===== config.mk =====
export PLATFORM = sky130hd
export DESIGN_NAME = simd_alu
export DESIGN_NICKNAME = d
export VERILOG_FILES = /design/src/source/simd_alu_pkg.sv /design/src/source/alu_decoder.sv /design/src/source/alu_int_unit.sv /design/src/source/alu_mul_unit.sv /design/src/source/alu_result_stage.sv /design/src/source/simd_alu.sv
export SDC_FILE = /design/constraint.sdc
export NUM_CORES = 2
export LEC_CHECK = 0
export BUFFER_PORTS_ARGS = -buffer_cell sky130_fd_sc_hd__buf_2
export CAP_MARGIN = 30
export CORE_MARGIN = 4
export CORE_UTILIZATION = 25
export DETAILED_ROUTE_END_ITERATION = 10
export HOLD_SLACK_MARGIN = 0.06
export PLACE_DENSITY = 0.5
export SLEW_MARGIN = 10
export SYNTH_ARGS = -nofsm -noshare
export SYNTH_HDL_FRONTEND = slang
export SYNTH_SLANG_ARGS = --single-unit

===== constraint.sdc =====
create_clock -name clk -period 9.55 [get_ports clk]
set_input_delay 1.91 -clock clk [delete_from_list [all_inputs] [get_ports clk]]
set_output_delay 1.91 -clock clk [all_outputs]
set_load 0.01 [all_outputs]

===== src/source/simd_alu_pkg.sv =====
package simd_alu_pkg;

  localparam int DATA_W = 32;

  typedef logic [DATA_W-1:0] data_t;
  typedef logic [31:0]       ctrl_t;   // Format in 31..24, opcode in 11..0
  typedef logic [7:0]        fmt_t;
  typedef logic [11:0]       opcode_t;
  typedef logic [3:0]        cmp_sel_t;  // {unsigned, condition}

  // Instruction formats
  localparam fmt_t FMT_VOP1  = 8'h01;
  localparam fmt_t FMT_VOP2  = 8'h02;
  localparam fmt_t FMT_VOPC  = 8'h04;
  localparam fmt_t FMT_VOP3A = 8'h08;

  localparam opcode_t OPC_MOV_B32     = 12'h001;  // VOP1
  localparam opcode_t OPC_CNDMASK_B32 = 12'h000;  // VOP2 from here on
  localparam opcode_t OPC_MIN_U32     = 12'h013;
  localparam opcode_t OPC_MAX_U32     = 12'h014;
  localparam opcode_t OPC_LSHRREV_B32 = 12'h016;
  localparam opcode_t OPC_LSHLREV_B32 = 12'h01A;
  localparam opcode_t OPC_AND_B32     = 12'h01B;
  localparam opcode_t OPC_OR_B32      = 12'h01C;
  localparam opcode_t OPC_ADD_I32     = 12'h025;
  localparam opcode_t OPC_SUB_I32     = 12'h026;
  localparam opcode_t OPC_SUBREV_I32  = 12'h027;
  localparam opcode_t OPC_ADDC_U32    = 12'h028;
  localparam opcode_t OPC_MUL_LO_U32  = 12'h169;  // VOP3A
  localparam opcode_t OPC_MUL_HI_U32  = 12'h16A;

  // The sixteen compares sit at 0x080..0x087 (signed) and 0x0C0..0x0C7 (unsigned).
  // Bit 6 picks unsigned, bits 2..0 the condition.
  localparam opcode_t OPC_CMP_BASE = 12'h080;
  localparam opcode_t OPC_CMP_MASK = 12'hFB8;

  localparam logic [2:0] CMP_F   = 3'd0;
  localparam logic [2:0] CMP_LT  = 3'd1;
  localparam logic [2:0] CMP_EQ  = 3'd2;
  localparam logic [2:0] CMP_LE  = 3'd3;
  localparam logic [2:0] CMP_GT  = 3'd4;
  localparam logic [2:0] CMP_LG  = 3'd5;
  localparam logic [2:0] CMP_GE  = 3'd6;
  localparam logic [2:0] CMP_TRU = 3'd7;

  typedef enum logic [1:0] {
    CLS_INT,
    CLS_MUL,
    CLS_SKIP,     // EXEC bit clear
    CLS_ILLEGAL
  } op_class_e;

  typedef enum logic [4:0] {
    INT_MOV, INT_ADD, INT_SUB, INT_SUBREV, INT_ADDC,
    INT_AND, INT_OR, INT_LSHL, INT_LSHR,
    INT_MAX, INT_MIN, INT_CNDMASK, INT_CMP
  } int_op_e;

  typedef enum logic {MUL_LO, MUL_HI} mul_op_e;

  typedef enum logic [1:0] {IDLE, RUN, DONE} mul_state_e;

endpackage


===== src/source/alu_decoder.sv =====
`timescale 1ns/1ps

module alu_decoder
  import simd_alu_pkg::*;
(
  input  logic      start,
  input  ctrl_t     ctrl,
  input  logic      exec_in,
  output logic      start_int,
  output logic      start_mul,
  output int_op_e   int_op,
  output cmp_sel_t  cmp_sel,
  output mul_op_e   mul_op,
  output op_class_e op_class
);

  fmt_t    fmt;
  opcode_t opc;

  assign fmt = ctrl[31:24];
  assign opc = ctrl[11:0];

  assign cmp_sel = {opc[6], opc[2:0]};  // Condition comes straight from the opcode

  always_comb
  begin
    op_class = CLS_ILLEGAL;  // Anything not matched below
    int_op   = INT_MOV;
    mul_op   = MUL_LO;
    if (!exec_in)
    begin
      op_class = CLS_SKIP;  // Lane masked off, opcode ignored
    end
    else
    begin
      case (fmt)
        FMT_VOP1:
        begin
          if (opc == OPC_MOV_B32)
            op_class = CLS_INT;
        end
        FMT_VOP2:
        begin
          op_class = CLS_INT;
          case (opc)
            OPC_CNDMASK_B32: int_op = INT_CNDMASK;
            OPC_MIN_U32:     int_op = INT_MIN;
            OPC_MAX_U32:     int_op = INT_MAX;
            OPC_LSHRREV_B32: int_op = INT_LSHR;
            OPC_LSHLREV_B32: int_op = INT_LSHL;
            OPC_AND_B32:     int_op = INT_AND;
            OPC_OR_B32:      int_op = INT_OR;
            OPC_ADD_I32:     int_op = INT_ADD;
            OPC_SUB_I32:     int_op = INT_SUB;
            OPC_SUBREV_I32:  int_op = INT_SUBREV;
            OPC_ADDC_U32:    int_op = INT_ADDC;
            default:         op_class = CLS_ILLEGAL;
          endcase
        end
        FMT_VOPC:
        begin
          if ((opc & OPC_CMP_MASK) == OPC_CMP_BASE)
          begin
            op_class = CLS_INT;
            int_op   = INT_CMP;
          end
        end
        FMT_VOP3A:
        begin
          if (opc == OPC_MUL_LO_U32 || opc == OPC_MUL_HI_U32)
            op_class = CLS_MUL;
          if (opc == OPC_MUL_HI_U32)
            mul_op = MUL_HI;
        end
        default: op_class = CLS_ILLEGAL;
      endcase
    end
  end

  // Skip and illegal still run through the integer unit for the done pulse
  assign start_int = start && (op_class != CLS_MUL);
  assign start_mul = start && (op_class == CLS_MUL);

endmodule


===== src/source/alu_int_unit.sv =====
`timescale 1ns/1ps

module alu_int_unit
  import simd_alu_pkg::*;
(
  input  logic      clk,
  input  logic      rst,
  input  logic      start_int,
  input  op_class_e op_class,
  input  int_op_e   int_op,
  input  cmp_sel_t  cmp_sel,
  input  data_t     src0,
  input  data_t     src1,
  input  logic      vcc_in,
  output logic      int_valid,
  output data_t     int_result,
  output logic      int_write,
  output logic      int_vcc,
  output logic      int_error
);

  data_t res_c;
  logic  write_c;
  logic  vcc_c;
  logic  err_c;
  logic  lt;
  logic  eq;
  logic  cmp_c;

  // Bit 3 of the select marks an unsigned compare
  assign lt = cmp_sel[3] ? (src0 < src1) : ($signed(src0) < $signed(src1));
  assign eq = (src0 == src1);

  always_comb
  begin
    case (cmp_sel[2:0])
      CMP_F:   cmp_c = 1'b0;
      CMP_LT:  cmp_c = lt;
      CMP_EQ:  cmp_c = eq;
      CMP_LE:  cmp_c = lt | eq;
      CMP_GT:  cmp_c = !(lt | eq);
      CMP_LG:  cmp_c = !eq;
      CMP_GE:  cmp_c = !lt;
      default: cmp_c = 1'b1;  // TRU
    endcase
  end

  always_comb
  begin
    res_c   = '0;
    write_c = 1'b0;
    vcc_c   = vcc_in;  // VCC passes through unless an op writes it
    err_c   = 1'b0;
    if (op_class == CLS_INT)
    begin
      write_c = 1'b1;
      case (int_op)
        INT_MOV:     res_c = src0;
        INT_ADD:     {vcc_c, res_c} = {1'b0, src0} + {1'b0, src1};  // Carry out to VCC
        INT_SUB:     {vcc_c, res_c} = {1'b0, src0} - {1'b0, src1};  // Borrow to VCC
        INT_SUBREV:  {vcc_c, res_c} = {1'b0, src1} - {1'b0, src0};
        INT_ADDC:    {vcc_c, res_c} = {1'b0, src0} + {1'b0, src1} + (DATA_W+1)'(vcc_in);
        INT_AND:     res_c = src0 & src1;
        INT_OR:      res_c = src0 | src1;
        INT_LSHL:    res_c = src1 << src0[4:0];
        INT_LSHR:    res_c = src1 >> src0[4:0];
        INT_MAX:     res_c = (src0 >= src1) ? src0 : src1;
        INT_MIN:     res_c = (src0 <= src1) ? src0 : src1;
        INT_CNDMASK: res_c = vcc_in ? src1 : src0;
        INT_CMP:
        begin
          write_c = 1'b0;  // Compares only touch VCC
          vcc_c   = cmp_c;
        end
        default:     write_c = 1'b0;
      endcase
    end
    else if (op_class == CLS_ILLEGAL)
    begin
      err_c = 1'b1;
    end
  end

  always_ff @(posedge clk or posedge rst)
  begin
    if (rst)
    begin
      int_valid <= 1'b0;
      int_write <= 1'b0;
      int_error <= 1'b0;
    end
    else
    begin
      int_valid <= start_int;
      if (start_int)
      begin
        int_write <= write_c;
        int_error <= err_c;
      end
    end
  end

  always_ff @(posedge clk)
  begin
    if (start_int)
    begin
      int_result <= res_c;
      int_vcc    <= vcc_c;
    end
  end

  // Decoder must route multiplies away from this unit
  a_no_mul_here: assert property (@(posedge clk) disable iff (rst)
    start_int |-> op_class != CLS_MUL);

endmodule


===== src/source/alu_mul_unit.sv =====
`timescale 1ns/1ps

module alu_mul_unit
  import simd_alu_pkg::*;
#(
  parameter int MUL_CYCLES = 2
)
(
  input  logic    clk,
  input  logic    rst,
  input  logic    start_mul,
  input  mul_op_e mul_op,
  input  data_t   src0,
  input  data_t   src1,
  output logic    mul_valid,
  output data_t   mul_result,
  output logic    busy
);

  localparam int CNT_W = $clog2(MUL_CYCLES + 1);

  mul_state_e            state;
  logic [CNT_W-1:0]      cnt;
  data_t                 op_a;
  data_t                 op_b;
  mul_op_e               op_q;
  logic [2*DATA_W-1:0]   product;

  assign product   = op_a * op_b;  // Array settles over the RUN cycles
  assign busy      = (state == RUN);
  assign mul_valid = (state == DONE);

  always_ff @(posedge clk or posedge rst)
  begin
    if (rst)
    begin
      state <= IDLE;
      cnt   <= '0;
    end
    else
    begin
      case (state)
        IDLE, DONE:
        begin
          if (start_mul)  // A new multiply may start in the done cycle
          begin
            state <= RUN;
            cnt   <= '0;
          end
          else
          begin
            state <= IDLE;
          end
        end
        RUN:
        begin
          if (cnt == CNT_W'(MUL_CYCLES - 1))
            state <= DONE;
          cnt <= cnt + 1'b1;
        end
        default: state <= IDLE;
      endcase
    end
  end

  always_ff @(posedge clk)
  begin
    if (start_mul)
    begin
      op_a <= src0;
      op_b <= src1;
      op_q <= mul_op;
    end
    if (state == RUN && cnt == CNT_W'(MUL_CYCLES - 1))
      mul_result <= (op_q == MUL_HI) ? product[2*DATA_W-1:DATA_W] : product[DATA_W-1:0];
  end

  // Caller must wait for busy to drop
  a_no_start_busy: assert property (@(posedge clk) disable iff (rst)
    busy |-> !start_mul);

  // Each result pulse closes the multiply started MUL_CYCLES+1 cycles before
  a_valid_pulse: assert property (@(posedge clk) disable iff (rst)
    mul_valid |-> $past(start_mul, MUL_CYCLES + 1));

endmodule


===== src/source/alu_result_stage.sv =====
`timescale 1ns/1ps

module alu_result_stage
  import simd_alu_pkg::*;
(
  input  logic  clk,
  input  logic  rst,
  input  logic  int_valid,
  input  data_t int_result,
  input  logic  int_write,
  input  logic  int_vcc,
  input  logic  int_error,
  input  logic  mul_valid,
  input  data_t mul_result,
  input  logic  vcc_in,
  input  logic  busy,
  output data_t result,
  output logic  vgpr_write,
  output logic  vcc_out,
  output logic  error,
  output logic  done
);

  logic busy_q;
  logic vcc_q;     // vcc_in one cycle late, lines up with the busy rise
  logic vcc_hold;  // VCC of the multiply in flight

  always_ff @(posedge clk or posedge rst)
  begin
    if (rst)
    begin
      busy_q     <= 1'b0;
      done       <= 1'b0;
      vgpr_write <= 1'b0;
      error      <= 1'b0;
    end
    else
    begin
      busy_q     <= busy;
      done       <= int_valid | mul_valid;
      vgpr_write <= int_valid ? int_write : mul_valid;  // Multiplies always write
      error      <= int_valid & int_error;
    end
  end

  always_ff @(posedge clk)
  begin
    vcc_q <= vcc_in;
    if (busy && !busy_q)
      vcc_hold <= vcc_q;  // Start cycle value
    if (int_valid)
    begin
      result  <= int_result;
      vcc_out <= int_vcc;
    end
    else if (mul_valid)
    begin
      result  <= mul_result;
      vcc_out <= vcc_hold;
    end
  end

  a_one_source: assert property (@(posedge clk) disable iff (rst)
    !(int_valid && mul_valid));

endmodule


===== src/source/simd_alu.sv =====
`timescale 1ns/1ps

module simd_alu
  import simd_alu_pkg::*;
#(
  parameter int MUL_CYCLES = 2
)
(
  input  logic  clk,
  input  logic  rst,
  input  logic  start,
  input  ctrl_t ctrl,
  input  data_t src0,
  input  data_t src1,
  input  logic  vcc_in,
  input  logic  exec_in,
  output data_t result,
  output logic  vgpr_write,
  output logic  vcc_out,
  output logic  error,
  output logic  done,
  output logic  busy
);

  logic      start_int;
  logic      start_mul;
  int_op_e   int_op;
  cmp_sel_t  cmp_sel;
  mul_op_e   mul_op;
  op_class_e op_class;
  logic      int_valid;
  data_t     int_result;
  logic      int_write;
  logic      int_vcc;
  logic      int_error;
  logic      mul_valid;
  data_t     mul_result;

  alu_decoder alu_decoder_inst (
    .start     (start),
    .ctrl      (ctrl),
    .exec_in   (exec_in),
    .start_int (start_int),
    .start_mul (start_mul),
    .int_op    (int_op),
    .cmp_sel   (cmp_sel),
    .mul_op    (mul_op),
    .op_class  (op_class)
  );

  alu_int_unit alu_int_unit_inst (
    .clk        (clk),
    .rst        (rst),
    .start_int  (start_int),
    .op_class   (op_class),
    .int_op     (int_op),
    .cmp_sel    (cmp_sel),
    .src0       (src0),
    .src1       (src1),
    .vcc_in     (vcc_in),
    .int_valid  (int_valid),
    .int_result (int_result),
    .int_write  (int_write),
    .int_vcc    (int_vcc),
    .int_error  (int_error)
  );

  alu_mul_unit #(
    .MUL_CYCLES (MUL_CYCLES)
  ) alu_mul_unit_inst (
    .clk        (clk),
    .rst        (rst),
    .start_mul  (start_mul),
    .mul_op     (mul_op),
    .src0       (src0),
    .src1       (src1),
    .mul_valid  (mul_valid),
    .mul_result (mul_result),
    .busy       (busy)
  );

  alu_result_stage alu_result_stage_inst (
    .clk        (clk),
    .rst        (rst),
    .int_valid  (int_valid),
    .int_result (int_result),
    .int_write  (int_write),
    .int_vcc    (int_vcc),
    .int_error  (int_error),
    .mul_valid  (mul_valid),
    .mul_result (mul_result),
    .vcc_in     (vcc_in),
    .busy       (busy),
    .result     (result),
    .vgpr_write (vgpr_write),
    .vcc_out    (vcc_out),
    .error      (error),
    .done       (done)
  );

endmodule


==> impl_results.rst <==
.. list-table::
   :header-rows: 1

   * - Metric
     - Value
   * - Outcome
     - finished, final reports clean
   * - Core region area
     - around 0.21 mm²
   * - Post-CTS resize count
     - 0
   * - Crit start category
     - flop
   * - Mean Syn Cell Area
     - ~8.7 µm²
   * - Net count reported at finish
     - between 7k and 8k
   * - Start point of the critical path
     - alu_mul_unit_inst.op_b[9]$_DFFE_PP_
   * - Power per cell area
     - between 40 and 50 mW/mm²
   * - Crit-path slowest cell
     - edfxtp_1
   * - Hold/Removal Path Class
     - flop to flop
   * - Routed wire length
     - between 200000 and 250000 µm
   * - Number of buffers inserted during clock tree synthesis
     - 17
   * - Most instantiated flip-flop cell in the synthesis netlist
     - edfxtp_1
   * - Endpoint class of the critical path
     - flop
   * - Post-synth ARST share
     - 6.25%
   * - Number of fillers in the final layout
     - 22.3k
   * - Warning count from the yosys run
     - 0
   * - Count of endpoints failing hold in the final timing report
     - 0
   * - Proportion of power drawn by combinational gates
     - between 30% and 40%
   * - Shortest clock period the worst path allows after layout
     - between 8 and 9 ns
   * - Placement Setup Slack
     - between 0.6 and 0.7 ns
   * - WL per Instance
     - 24.0 µm
   * - Number of sinks driven by the clock tree
     - around 180
   * - CTS tree
     - built
   * - Fin Setup TNS
     - 0 ns
   * - Std cell rows
     - approximately 170
   * - FF-to-FF Start
     - alu_mul_unit_inst.op_b[9]$_DFFE_PP_
   * - Pre-Repair DR Iteration Count
     - 6
   * - RSZ-0062 raised after global routing
     - false
   * - Total power
     - around 2.6 mW
   * - Number of enable flip-flop cells after synthesis
     - around 160
   * - Critical path arrival
     - roughly 9 ns
   * - Reg2Reg Capture Point
     - alu_mul_unit_inst.mul_result[24]$_DFFE_PP_
   * - Net switching share of the total power
     - between 40% and 50%
   * - MaxCap Viol Count
     - 0
   * - Top-level port count
     - 138
   * - Most frequent cell on the critical path
     - fa_1
   * - Slack of the worst reg-to-reg path
     - roughly 0.61 ns
   * - Most common cell after layout, fill and taps aside
     - inv_1
   * - Worst-Margin Slew
     - approximately 1.2 ns
   * - Share of cells above drive strength 1
     - about 7.9%
   * - Sequential cell area
     - 0.00522 mm²
   * - Worst slew margin relative to its limit
     - between 20% and 30%
   * - Seq/Total Area, Yosys
     - roughly 10%
   * - Logic depth of the worst register-to-register path
     - 27
   * - Number of buffers inserted by port buffering
     - around 130
   * - Highest fanout seen on the critical path
     - 13
   * - Count of endpoints failing setup in the final report
     - 0
   * - Count of antenna-violating nets left after detailed routing
     - 0
   * - Required time of the critical path
     - a little under 10 ns
   * - Antenna violations before repair
     - 23
   * - Die ar.
     - ~0.22 mm²
   * - Sequential power share
     - between 30% and 40%
   * - Static Leakage
     - between 20 and 30 nW
   * - Global-route wire length before repair
     - 312000 µm
   * - Vias per Instance
     - roughly 5.0
   * - Post-synth cell types
     - between 90 and 100
   * - Internal power consumption
     - 1.50 mW
   * - Worst-case clock skew
     - ~0.016 ns
   * - Footprint of the multi-input gates
     - ~0.042 mm²
   * - Count of state elements after synthesis
     - roughly 180
   * - Clock network fraction of design power
     - between 20% and 30%
   * - Period utilization
     - slightly above 90%
   * - Effective utilization at floorplan
     - between 20% and 30%
   * - Cell area after synthesis
     - between 0.05 and 0.06 mm²
   * - Total net switching power
     - 1.06 mW
   * - Vertical extent of the die
     - ~470 µm
   * - Clock H-tree levels
     - 4
   * - Post-DP HPWL
     - between 150000 and 200000 µm
   * - Root Buffer Master
     - clkbuf_16
   * - Number of cells produced by synthesis
     - roughly 6k
   * - Critical path start-end classification
     - flop to flop
   * - Number of max-slew violations in the final report
     - 0
   * - Count of vias placed by the detailed router
     - about 44k
   * - Critical Path End
     - alu_mul_unit_inst.mul_result[24]$_DFFE_PP_
   * - Via count of the first global-routing pass
     - ~46k
   * - Post-CTS setup repair buffer count
     - 0
   * - Routability cong.
     - 0.966
   * - Number of cells after detailed placement
     - between 8k and 9k
   * - Area growth from synthesis to layout
     - 9.44%
   * - Min setup slack post-route
     - ~0.6 ns
   * - Remaining DRCs
     - 0
   * - Hold_buf cts
     - 0
   * - Clock network latency to the later pin of the worst-skew pair
     - 0.46 ns
   * - Remaining Overflow, GRT
     - 0
   * - Largest vdd supply drop
     - roughly 0.000094 V
   * - Overall global routing resource usage
     - a little under a fifth
   * - Horizontal die dimension
     - 465 µm
   * - Upper clock frequency limit
     - around 110 MHz
   * - Syn Nets
     - around 7.4k
   * - Max stage delay on crit path
     - approximately 0.91 ns
   * - Highest-count cells in the layout ignoring fill and taps
     - 1010 x inv_1, 899 x fa_1, 709 x nand2_1
   * - Initial drt markers
     - roughly 3.6k
   * - Number of buffers between clock root and the deepest sink
     - 2
   * - Fin cells
     - slightly below 9k
   * - Pin count of the biggest net entering global routing
     - between 70 and 80
   * - Clock transition at path regs
     - 0.09 ns
==> sequential cells by signal, summed over array words and instances (netlist names) <==
name                              flops
alu_result_stage_inst.vgpr_write      1
alu_int_unit_inst.int_write           1
alu_mul_unit_inst.mul_result         32
alu_mul_unit_inst.op_b               32
alu_result_stage_inst.vcc_out         1
alu_mul_unit_inst.state               2
alu_result_stage_inst.vcc_q           1
alu_mul_unit_inst.op_q                1
alu_int_unit_inst.int_vcc             1
alu_result_stage_inst.result         32
alu_mul_unit_inst.cnt                 2
alu_int_unit_inst.int_result         32
alu_result_stage_inst.vcc_hold        1
alu_result_stage_inst.busy_q          1
alu_result_stage_inst.done            1
alu_result_stage_inst.error           1
alu_int_unit_inst.int_valid           1
alu_int_unit_inst.int_error           1
alu_mul_unit_inst.op_a               32
==> worst min path at each step <==
stage | startpoint | end | slack (ns) | cells past startpoint
after floorplan | alu_result_stage_inst.vcc_q$_DFF_P_ | alu_result_stage_inst.vcc_hold$_DFFE_PP_ | 0.39 | 0
after global placement | alu_result_stage_inst.vcc_q$_DFF_P_ | alu_result_stage_inst.vcc_hold$_DFFE_PP_ | 0.39 | 0
after detailed placement | alu_result_stage_inst.vcc_q$_DFF_P_ | alu_result_stage_inst.vcc_hold$_DFFE_PP_ | 0.39 | 0
after CTS | alu_result_stage_inst.vcc_q$_DFF_P_ | alu_result_stage_inst.vcc_hold$_DFFE_PP_ | 0.41 | 0
after global routing | alu_result_stage_inst.vcc_q$_DFF_P_ | alu_result_stage_inst.vcc_hold$_DFFE_PP_ | 0.43 | 0
final | alu_result_stage_inst.vcc_q$_DFF_P_ | alu_result_stage_inst.vcc_hold$_DFFE_PP_ | 0.41 | 0
==> routing by layer <==
metal / share of wire [%] / global-route usage (%) / vias up
li1: - / - / 19228
met4: 4.5 / 7.65 / 20
met5: 0.062 / 0 / -
met3: 6.6 / 2.74 / 385
met1: 41 / 24.5 / 22863
met2: 48 / 32.6 / 1619
==> stage by stage <==
stage	instance area (µm²)	hold WS (ns)	util, %
after floorplan	52300	0.386	-
after global placement	56400	0.391	27.2
after detailed placement	56600	0.394	27.3
after CTS	57200	0.415	27.6
after global routing	57200	0.429	27.6
final	57200	0.413	27.6
==> cell type report <==
class,count,share of cell area (%)
clock buffer,17,0.743
timing repair buffer,306,3.87
antenna,6,0.0262
tap,2788,6.10
clock inverter,15,0.317
inverter,1015,6.66
sequential,176,9.12
multi-input combinational,4428,73.2
==> power groups by stage <==
stage	Sequential, mW	Clock (mW)	Combinational, mW
after detailed placement	0.883	0	0.927
after CTS	0.865	0.750	0.931
after global placement	0.882	0	0.927
after global routing	0.866	0.780	1.01
after floorplan	0.882	0	0.547
final	0.865	0.740	0.959
==> critical path: cells and delay by family, from the launching register on <==
kind | cells | cell delay [ns]
adders and majority gates | 9 | 4.40
AOI/OAI and AO/OA | 9 | 2.30
DFF | 1 | 0.91
buffers and inverters | 6 | 0.64
muxes | 1 | 0.23
and+or+nand+nor | 2 | 0.18
==> Yosys cell counts, types with 16 or more instances <==
master | n | area share (%)
a211o_1 | 18 | 0.30
a211oi_1 | 41 | 0.59
a21o_1 | 58 | 0.83
a21oi_1 | 270 | 2.6
a221o_1 | 28 | 0.54
a221oi_1 | 36 | 0.60
a31oi_1 | 39 | 0.47
and2_1 | 597 | 7.1
and3_1 | 33 | 0.39
buf_1 | 16 | 0.11
clkbuf_1 | 335 | 2.4
edfxtp_1 | 164 | 9.4
fa_1 | 899 | 34
ha_1 | 394 | 9.4
inv_1 | 1011 | 7.3
mux2_2 | 60 | 1.3
mux2i_1 | 94 | 1.8
mux4_2 | 20 | 0.86
nand2_1 | 710 | 5.1
nand2b_1 | 19 | 0.23
nand3_1 | 61 | 0.58
nand4_1 | 30 | 0.36
nor2_1 | 223 | 1.6
nor2b_1 | 28 | 0.34
nor3_1 | 56 | 0.54
nor4_1 | 29 | 0.35
o211ai_1 | 26 | 0.37
o21a_1 | 21 | 0.30
o21ai_0 | 177 | 1.7
o21bai_1 | 35 | 0.50
o221ai_1 | 45 | 0.75
o22ai_1 | 36 | 0.43
o31ai_1 | 20 | 0.29
or3_1 | 29 | 0.35
xnor2_1 | 79 | 1.3
xor2_1 | 32 | 0.54
==> cell families (layout without fill, tap and decap cells) <==
| group | Yosys count | in the layout | synth area share, % |
|---|---|---|---|
| other | 0 | 6 | 0 |
| muxes | 175 | 175 | 3.98 |
| xor gates and xnor gates | 111 | 111 | 1.86 |
| DFF | 176 | 176 | 9.98 |
| AOI/OAI and AO/OA | 975 | 975 | 12.4 |
| adders and majority gates | 1293 | 1293 | 43.8 |
| buffers and inverters | 1385 | 1353 | 10.0 |
| and+or+nand+nor | 1874 | 1874 | 17.9 |
Power figures use the tool's default switching activity.
